==> config.mk <==
export PLATFORM = sky130hd
export DESIGN_NAME = pokey_top
export DESIGN_NICKNAME = d
export VERILOG_FILES = /design/src/common/pokey_bus_pkg.sv /design/src/common/pokey_ctrl_pkg.sv /design/src/logic/pokey_reg_decode.sv /design/src/keyboard/pokey_key_scan.sv /design/src/pots/pokey_pot_scan.sv /design/src/logic/pokey_read_mux.sv /design/src/logic/pokey_top.sv
export VERILOG_INCLUDE_DIRS = /design/src /design/src/common
export SDC_FILE = /design/constraint.sdc
export NUM_CORES = 1
export LEC_CHECK = 0
export BUFFER_PORTS_ARGS = -buffer_cell sky130_fd_sc_hd__clkbuf_2
export CAP_MARGIN = 20
export CORE_MARGIN = 2
export CORE_UTILIZATION = 50
export DETAILED_ROUTE_END_ITERATION = 7
export PLACE_DENSITY = 0.78
export SLEW_MARGIN = 10
export SYNTH_ARGS = -nofsm -noshare
export SYNTH_HDL_FRONTEND = slang
export SYNTH_HIERARCHICAL = 1
export SYNTH_SLANG_ARGS = --single-unit
==> constraint.sdc <==
create_clock -name o2 -period 2.5 [get_ports o2]
set_input_delay 0.375 -clock o2 [delete_from_list [all_inputs] [get_ports o2]]
set_output_delay 0.375 -clock o2 [all_outputs]
set_load 0.01 [all_outputs]
==> src/common/pokey_defines.svh <==
`ifndef POKEY_DEFINES_SVH
`define POKEY_DEFINES_SVH

// paddle lines wired to the port
`define POKEY_POT_COUNT 2

// pot counter stops here, one full line time
`define POKEY_POT_LIMIT 228

// depth of the host key event buffer
`define POKEY_KEY_CREDITS 2

// read side of the register map
`define POKEY_ADDR_POT0   4'h0
`define POKEY_ADDR_POT1   4'h1
`define POKEY_ADDR_ALLPOT 4'h8
`define POKEY_ADDR_KBCODE 4'h9
`define POKEY_ADDR_SKSTAT 4'hF

// write side, shares offsets with the read side
`define POKEY_ADDR_SKRES  4'hA
`define POKEY_ADDR_POTGO  4'hB
`define POKEY_ADDR_SKCTL  4'hF

`endif

==> src/common/pokey_bus_pkg.sv <==
`include "pokey_defines.svh"

package pokey_bus_pkg;

	// registers seen by a host read
	typedef enum logic [3:0] {
		RD_POT0   = `POKEY_ADDR_POT0,
		RD_POT1   = `POKEY_ADDR_POT1,
		RD_ALLPOT = `POKEY_ADDR_ALLPOT,
		RD_KBCODE = `POKEY_ADDR_KBCODE,
		RD_SKSTAT = `POKEY_ADDR_SKSTAT
	} rd_reg_e;

	// registers seen by a host write
	typedef enum logic [3:0] {
		WR_SKRES = `POKEY_ADDR_SKRES,
		WR_POTGO = `POKEY_ADDR_POTGO,
		WR_SKCTL = `POKEY_ADDR_SKCTL
	} wr_reg_e;

	// same 4 address pins, meaning set by rw
	// 0xF is SKSTAT on read and SKCTL on write
	typedef union packed {
		rd_reg_e rd;
		wr_reg_e wr;
	} reg_addr_u;

	// one-cycle host strobe
	typedef struct packed {
		logic       sel;    // request valid this cycle
		logic       we;     // 1 write, 0 read
		reg_addr_u  addr;
		logic [7:0] wdata;
	} bus_req_t;

endpackage

==> src/common/pokey_ctrl_pkg.sv <==
package pokey_ctrl_pkg;

	// accepted key, handed to the host
	typedef struct packed {
		logic       shift;  // side button 0 at accept time
		logic [5:0] code;   // matrix scan code
	} key_evt_t;

	// decode to scanner controls
	typedef struct packed {
		logic key_en;  // level from SKCTL bit 0
		logic skres;   // strobe, clears status
		logic potgo;   // strobe, restarts pot counters
	} scan_ctl_t;

endpackage

==> src/logic/pokey_reg_decode.sv <==
module pokey_reg_decode (
	input  logic                      o2,
	input  logic                      arst_n,
	input  pokey_bus_pkg::bus_req_t   bus,
	output pokey_ctrl_pkg::scan_ctl_t scan_ctl,
	output pokey_bus_pkg::rd_reg_e    rd_sel
);

	logic wr_req;
	logic rd_req;
	logic key_en;  // SKCTL bit 0
	logic skres_hit;
	logic potgo_hit;

	assign wr_req = bus.sel & bus.we;
	assign rd_req = bus.sel & ~bus.we;

	// write side of the address union
	assign skres_hit = wr_req && (bus.addr.wr == pokey_bus_pkg::WR_SKRES);
	assign potgo_hit = wr_req && (bus.addr.wr == pokey_bus_pkg::WR_POTGO);

	always_ff @(posedge o2 or negedge arst_n) begin
		if (!arst_n) begin
			key_en <= 1'b1;  // scanning on out of reset
			rd_sel <= pokey_bus_pkg::RD_POT0;
		end else begin
			if (wr_req && bus.addr.wr == pokey_bus_pkg::WR_SKCTL)
				key_en <= bus.wdata[0];
			// read side of the union, held until the next read
			if (rd_req)
				rd_sel <= bus.addr.rd;
		end
	end

	// strobes act on the same edge the write is sampled
	assign scan_ctl.key_en = key_en;
	assign scan_ctl.skres  = skres_hit;
	assign scan_ctl.potgo  = potgo_hit;

	// a read of 0xF must never act as an SKCTL write
	a_read_no_write: assert property (
		@(posedge o2) disable iff (!arst_n)
		(bus.sel && !bus.we) |=> $stable(key_en)
	) else $error("key enable changed on a read request");

endmodule

==> src/keyboard/pokey_key_scan.sv <==
`include "pokey_defines.svh"

module pokey_key_scan (
	input  logic                      o2,
	input  logic                      arst_n,
	input  pokey_ctrl_pkg::scan_ctl_t scan_ctl,
	input  logic                      kr1_n,       // low when the scanned key is down
	input  logic                      shift_n,     // side button 0
	input  logic                      key_credit,  // host freed one slot
	output logic [5:0]                key_scan,
	output logic [7:0]                kbcode,
	output logic [7:0]                skstat,
	output logic                      key_evt_valid,
	output pokey_ctrl_pkg::key_evt_t  key_evt
);

	localparam int CRED_W = $clog2(`POKEY_KEY_CREDITS + 1);
	localparam logic [CRED_W-1:0] CRED_MAX = CRED_W'(`POKEY_KEY_CREDITS);

	logic [1:0]               hit_cnt;    // low codes this pass, sticks at 2
	logic [5:0]               hit_code;   // first low code this pass
	logic [1:0]               pass_cnt;
	logic [5:0]               pass_code;
	logic                     cmp_vld;    // last pass found exactly one key
	logic [5:0]               cmp_code;   // compare latch
	logic                     key_depr;
	logic                     overrun;
	pokey_ctrl_pkg::key_evt_t key_latch;  // keycode latch
	logic [CRED_W-1:0]        credit_cnt;
	logic [CRED_W-1:0]        credit_nxt;
	logic                     hit;
	logic                     pass_end;
	logic                     accept;
	logic                     send;

	assign hit       = scan_ctl.key_en & ~kr1_n;
	// include the sample taken on this edge, code 63 ends the pass
	assign pass_cnt  = (hit && hit_cnt != 2'd2) ? hit_cnt + 2'd1 : hit_cnt;
	assign pass_code = (hit && hit_cnt == 2'd0) ? key_scan : hit_code;
	assign pass_end  = scan_ctl.key_en && (key_scan == 6'd63);

	// second matching pass, and not the key already latched and held
	assign accept = pass_end && (pass_cnt == 2'd1) && cmp_vld
		&& (cmp_code == pass_code)
		&& !(key_depr && key_latch.code == pass_code);
	assign send = accept && (credit_cnt != '0);

	always_comb begin
		credit_nxt = credit_cnt;
		if (send && !key_credit)
			credit_nxt = credit_cnt - 1'b1;
		else if (!send && key_credit && credit_cnt != CRED_MAX)
			credit_nxt = credit_cnt + 1'b1;  // extra returns dropped at max
	end

	always_ff @(posedge o2 or negedge arst_n) begin
		if (!arst_n) begin
			key_scan      <= '0;
			hit_cnt       <= '0;
			cmp_vld       <= 1'b0;
			key_depr      <= 1'b0;
			overrun       <= 1'b0;
			key_latch     <= '0;
			credit_cnt    <= CRED_MAX;
			key_evt_valid <= 1'b0;
		end else begin
			credit_cnt    <= credit_nxt;
			key_evt_valid <= send;
			if (scan_ctl.key_en)
				key_scan <= key_scan + 6'd1;  // wraps 63 to 0
			if (pass_end) begin
				hit_cnt <= '0;
				cmp_vld <= (pass_cnt == 2'd1);  // ghosting or no key restarts compare
				if (pass_cnt == 2'd0)
					key_depr <= 1'b0;  // clean pass, key released
			end else if (scan_ctl.key_en) begin
				hit_cnt <= pass_cnt;
			end
			if (accept) begin
				key_depr        <= 1'b1;
				key_latch.code  <= pass_code;
				key_latch.shift <= ~shift_n;
			end
			// set beats clear on a shared edge
			if (accept && credit_cnt == '0)
				overrun <= 1'b1;
			else if (scan_ctl.skres)
				overrun <= 1'b0;
		end
	end

	// codes for the two-pass compare
	always_ff @(posedge o2) begin
		if (pass_end || scan_ctl.key_en)
			hit_code <= pass_code;
		if (pass_end)
			cmp_code <= pass_code;
	end

	assign key_evt = key_latch;
	assign kbcode  = {1'b0, key_latch.shift, key_latch.code};
	assign skstat  = {2'b00, overrun, 2'b00, key_depr, 2'b00};  // bit 5 and bit 2

	a_credit_max: assert property (
		@(posedge o2) disable iff (!arst_n)
		credit_cnt <= CRED_MAX
	) else $error("key credit count above buffer depth");

	// event pulse lags the send decision by one edge
	a_evt_has_credit: assert property (
		@(posedge o2) disable iff (!arst_n)
		key_evt_valid |-> ($past(credit_cnt) != '0)
	) else $error("key event sent with no credit");

endmodule

==> src/pots/pokey_pot_scan.sv <==
`include "pokey_defines.svh"

module pokey_pot_scan (
	input  logic                                  o2,
	input  logic                                  arst_n,
	input  pokey_ctrl_pkg::scan_ctl_t             scan_ctl,
	input  logic [`POKEY_POT_COUNT-1:0]           pot_scan,  // high once the pot cap charges
	output logic [`POKEY_POT_COUNT-1:0][7:0]      pot_val,
	output logic [`POKEY_POT_COUNT-1:0]           allpot
);

	localparam logic [7:0] POT_LIMIT = 8'(`POKEY_POT_LIMIT);

	logic [`POKEY_POT_COUNT-1:0] running;  // counter still live

	// counter doubles as the latched pot value once frozen
	always_ff @(posedge o2 or negedge arst_n) begin
		if (!arst_n) begin
			pot_val <= '0;
			running <= '0;
		end else if (scan_ctl.potgo) begin
			pot_val <= '0;  // dump caps and restart all lines
			running <= '1;
		end else begin
			for (int i = 0; i < `POKEY_POT_COUNT; i++) begin
				if (running[i]) begin
					if (pot_scan[i]) begin
						running[i] <= 1'b0;  // line up, freeze count
					end else begin
						pot_val[i] <= pot_val[i] + 8'd1;
						// stop on reaching the limit
						if (pot_val[i] == POT_LIMIT - 8'd1)
							running[i] <= 1'b0;
					end
				end
			end
		end
	end

	assign allpot = running;

	for (genvar g = 0; g < `POKEY_POT_COUNT; g++) begin : g_pot_chk
		a_pot_limit: assert property (
			@(posedge o2) disable iff (!arst_n)
			pot_val[g] <= POT_LIMIT
		) else $error("pot counter %0d past limit", g);
	end

endmodule

==> src/logic/pokey_read_mux.sv <==
`include "pokey_defines.svh"

module pokey_read_mux (
	input  logic                             o2,
	input  logic                             arst_n,
	input  pokey_bus_pkg::rd_reg_e           rd_sel,   // last read address
	input  logic [`POKEY_POT_COUNT-1:0][7:0] pot_val,
	input  logic [`POKEY_POT_COUNT-1:0]      allpot,
	input  logic [7:0]                       kbcode,
	input  logic [7:0]                       skstat,
	output logic [7:0]                       rdata
);

	logic [7:0] rd_val;

	always_comb begin
		case (rd_sel)
			pokey_bus_pkg::RD_POT0:   rd_val = pot_val[0];
			pokey_bus_pkg::RD_POT1:   rd_val = pot_val[1];
			pokey_bus_pkg::RD_ALLPOT: rd_val = 8'(allpot);  // unused lines read 0
			pokey_bus_pkg::RD_KBCODE: rd_val = kbcode;
			pokey_bus_pkg::RD_SKSTAT: rd_val = skstat;
			default:                  rd_val = 8'h00;  // unmapped reads
		endcase
	end

	// select only moves on a read, so rdata stays on that register
	always_ff @(posedge o2 or negedge arst_n) begin
		if (!arst_n)
			rdata <= 8'h00;
		else
			rdata <= rd_val;
	end

endmodule

==> src/logic/pokey_top.sv <==
`include "pokey_defines.svh"

module pokey_top (
	input  logic                            o2,          // phase 2 clock
	input  logic                            arst_n,
	input  pokey_bus_pkg::bus_req_t         bus,
	output logic [7:0]                      rdata,
	output logic [5:0]                      key_scan,    // to the controller matrix
	input  logic                            kr1_n,
	input  logic                            shift_n,
	input  logic [`POKEY_POT_COUNT-1:0]     pot_scan,
	output logic                            key_evt_valid,
	output pokey_ctrl_pkg::key_evt_t        key_evt,
	input  logic                            key_credit
);

	pokey_ctrl_pkg::scan_ctl_t        scan_ctl;
	pokey_bus_pkg::rd_reg_e           rd_sel;
	logic [7:0]                       kbcode;
	logic [7:0]                       skstat;
	logic [`POKEY_POT_COUNT-1:0][7:0] pot_val;
	logic [`POKEY_POT_COUNT-1:0]      allpot;

	pokey_reg_decode u_decode (
		.o2       (o2),
		.arst_n   (arst_n),
		.bus      (bus),
		.scan_ctl (scan_ctl),
		.rd_sel   (rd_sel)
	);

	pokey_key_scan u_key_scan (
		.o2            (o2),
		.arst_n        (arst_n),
		.scan_ctl      (scan_ctl),
		.kr1_n         (kr1_n),
		.shift_n       (shift_n),
		.key_credit    (key_credit),
		.key_scan      (key_scan),
		.kbcode        (kbcode),
		.skstat        (skstat),
		.key_evt_valid (key_evt_valid),
		.key_evt       (key_evt)
	);

	pokey_pot_scan u_pot_scan (
		.o2       (o2),
		.arst_n   (arst_n),
		.scan_ctl (scan_ctl),
		.pot_scan (pot_scan),
		.pot_val  (pot_val),
		.allpot   (allpot)
	);

	pokey_read_mux u_read_mux (
		.o2      (o2),
		.arst_n  (arst_n),
		.rd_sel  (rd_sel),
		.pot_val (pot_val),
		.allpot  (allpot),
		.kbcode  (kbcode),
		.skstat  (skstat),
		.rdata   (rdata)
	);

endmodule

==> results.cfg <==
[global_route]
grt_pass1_wl_um = 10800
antenna_found_initial = 0
grt_max_degree = 36
grt_util_all_layers = 0.184
grt_pass1_vias = 2267
grt_overflow = 0

[route]
vias = 2383
drt_iter0_drc = 143
wire_per_inst_um = 14.4
finalWirelength_um = 6490
drtPass1Iterations = 4
drc = 0
viasPerCell = 5.28
drtAntennaViolNets = 0

[sta]
period_minus_slack_ns = 2.41
grt_setup_unrepaired = false
fin_crit_sh = 0.962
fin_skew_ns = 0.0132
fin_tns_setup_ns = 0
slew_headroom = 0.420
tightest_slew_ns = 0.870
fmax_ghz = 0.416
setup_violations = 0
maxSlewViolCount = 0
finalHoldViolCount = 0
worst_slack_ns = 0.0946

[min_path]
min_path_type = primary input to asynchronous set/reset pin

[layout]
instances_no_fill = 451
stdcell_area_um2 = 3930
drive_gt1_frac = 0.301
nNetsFinal = 376
num-fill-cells = 564
area_growth_pct = 11.8
diodes = 0

[logic_synthesis]
synth_cell_types = 64
synth_area_um2 = 3510
ys_seq_elements = 64
yosysSeqAreaShare = 0.474
synthCells = 314
synth_edf_count = 12
synth.avg_cell_area_um2 = 11.2
ys_async_sr_fraction = 0.813
synth_ff_type = dfrtp_1
ys.warnings.count = 6

[floorplan]
start_util = 0.517
dieArea_um2 = 7710
core_um2 = 6790
io_pins = 43
die-height_um = 87.8
num_rows = 30
die_w_um = 87.8

[critical_path]
critPathArrivalTime_ns = 2.61
worstPathMaxFanout = 9
max_stage_delay_ns = 0.41
crit_required_ns = 2.71
path_cells = inv_1 -> ha_4 -> and3b_4 -> mux2_4 -> xor2_2 -> nor3_4 -> a211oi_4 -> buf_12 -> mux2_2
crit_type = register to register
startpoint_type = register
cp-end-kind = register
critPathSlowestCell = dfrtp_1

[flow_run]
maxCapViolCount = 0

[cts]
cts_tree = yes
h-tree-depth = 3
clkTransAtPathRegs_ns = 0.06
cts_sinks = 64
clock_latency_ns = 0.34
cts_buffers = 9
cts_buffer_depth = 2
holdBufCountCts = 0
cts_root_buf = clkbuf_8

[placement]
dp_cells = 431
dpl.hpwl_um = 4730
pre_cts_ws_ns = 0.0694
io_buffers = 35
placed_area_um2 = 3690
finalWeightedCongestion = 0.789

[pwr]
p_per_area_nw_per_um2 = 650
p_leak_nw = 1.71
ir_drop_uv = 319

[run_status]
outcome = completed
critical path: cells and delay by family, from the launching register on:
kind,cells,cell delay (ns)
buffers and inverters,2,0.28
AO/OA/AOI/OAI,1,0.24
adder cells (fa/ha/maj),1,0.16
multiplexers,2,0.67
XOR/XNOR,1,0.17
flip-flops,1,0.41
AND/OR/NAND/NOR,2,0.33
per-stage QoR:
step | power [mW] | util | hold WS, ns
after floorplan | 1.67 | - | 0.0794
after global placement | 1.79 | 0.544 | 0.519
after detailed placement | 1.81 | 0.544 | 0.528
after CTS | 2.57 | 0.568 | 0.171
after global routing | 2.69 | 0.578 | 0.211
final | 2.55 | 0.578 | 0.147
area by class of cell:
type / count / area (um^2) / area share
multi-input cells: 218 / 1670 / 0.424
flip-flops and latches: 64 / 1660 / 0.424
repair buffers: 46 / 270 / 0.0688
clock buffers: 13 / 149 / 0.0379
well taps: 96 / 120 / 0.0306
inverters: 11 / 41.3 / 0.0105
clock inverters: 3 / 16.3 / 0.00414
metal layers:
metal,vias to the layer above,GRT usage,share of wire
li1,1186,-,-
met2,46,0.282,0.46
met3,11,0.0434,0.039
met4,0,0.0811,0.019
met5,-,0,0
met1,1140,0.251,0.48
logic make-up after synthesis:
| logic type | Yosys count | synth area share |
|---|---|---|
| buf+inv | 38 | 0.0705 |
| mux | 23 | 0.0752 |
| xor+xnor | 26 | 0.0713 |
| flops | 64 | 0.474 |
| other cells | 1 | 0.00107 |
| simple gates | 96 | 0.178 |
| fa+ha+maj | 5 | 0.0178 |
| compound gates | 61 | 0.112 |
worst paths after layout:
kind,from,to,slack [ns],cells after the start
setup / recovery,u_key_scan/hit_cnt[1],u_key_scan/kbcode[5],0.09,9
hold / removal,arst_n,u_key_scan/hit_cnt[1],0.15,1
setup reg to reg,u_key_scan/hit_cnt[1],u_key_scan/kbcode[5],0.09,9
hold reg to reg,u_key_scan/kbcode[6],u_key_scan/kbcode[6],0.55,2
max in group asynchronous,arst_n,u_read_mux/rdata[4],1.68,2
min in group o2,shift_n,u_key_scan/kbcode[6],0.23,2
sequential cells by signal, summed over array words and instances, names as in the netlist:
signal,cells
u_decode/key_en,1
u_decode/rd_sel,4
u_key_scan/cmp_code,6
u_key_scan/cmp_vld,1
u_key_scan/credit_cnt,2
u_key_scan/hit_cnt,2
u_key_scan/hit_code,6
u_key_scan/kbcode,7
u_key_scan/key_depr,1
u_key_scan/key_evt_valid,1
u_key_scan/key_scan,6
u_key_scan/overrun,1
u_pot_scan/allpot,2
u_pot_scan/pot_val,16
u_read_mux/rdata,8
timing repair:
action,in CTS,in global routing
endpoints found under the hold margin,0,0
endpoints found under the setup margin,0,7
setup buffers,0,4
gates resized for setup,0,6
cells in the final DEF, fill, tap and decap left out, types with 2 or more instances in the layout:
cell      count
dfrtp_1      50
clkbuf_2     35
nand2_1      18
o21ai_0      18
nor2_1       17
a21oi_1      15
mux2_2       14
xnor2_1      13
a22oi_1      13
edfxtp_1     12
clkbuf_8     10
buf_4        10
inv_1        10
xor2_1       10
nand4_1       8
nand3_1       7
conb_1        7
or3_1         6
mux2i_1       5
nor3_1        4
o31ai_1       4
nand3b_1      4
ha_1          4
clkbuf_1      3
mux2_4        3
or4_1         3
clkinv_2      2
nor3b_2       2
dfstp_2       2
xor2_2        2
or2_2         2
nand4b_1      2
o21ai_1       2
nand2b_1      2
or3_2         2
where the power goes:
group / total, mW / switching (mW) / internal (mW)
sequential: 1.37 / 0.187 / 1.19
clock: 0.750 / 0.365 / 0.385
combinational: 0.432 / 0.225 / 0.207
Yosys cell counts (5+ instances only):
cell type / count / area, um^2
or3_1: 6 / 37.5
inv_1: 11 / 41.3
nand2_1: 18 / 67.6
nand3_1: 7 / 35.0
dfrtp_1: 50 / 1250
ha_1: 5 / 62.6
nand4_1: 8 / 50.1
xnor2_1: 13 / 114
mux2i_1: 5 / 50.1
o21ai_0: 18 / 90.1
edfxtp_1: 12 / 360
a22oi_1: 13 / 97.6
xor2_1: 10 / 87.6
nor2_1: 17 / 63.8
mux2_2: 14 / 158
buf_4: 20 / 150
a21oi_1: 15 / 75.1
No activity file was read; power rests on OpenSTA's default activity.
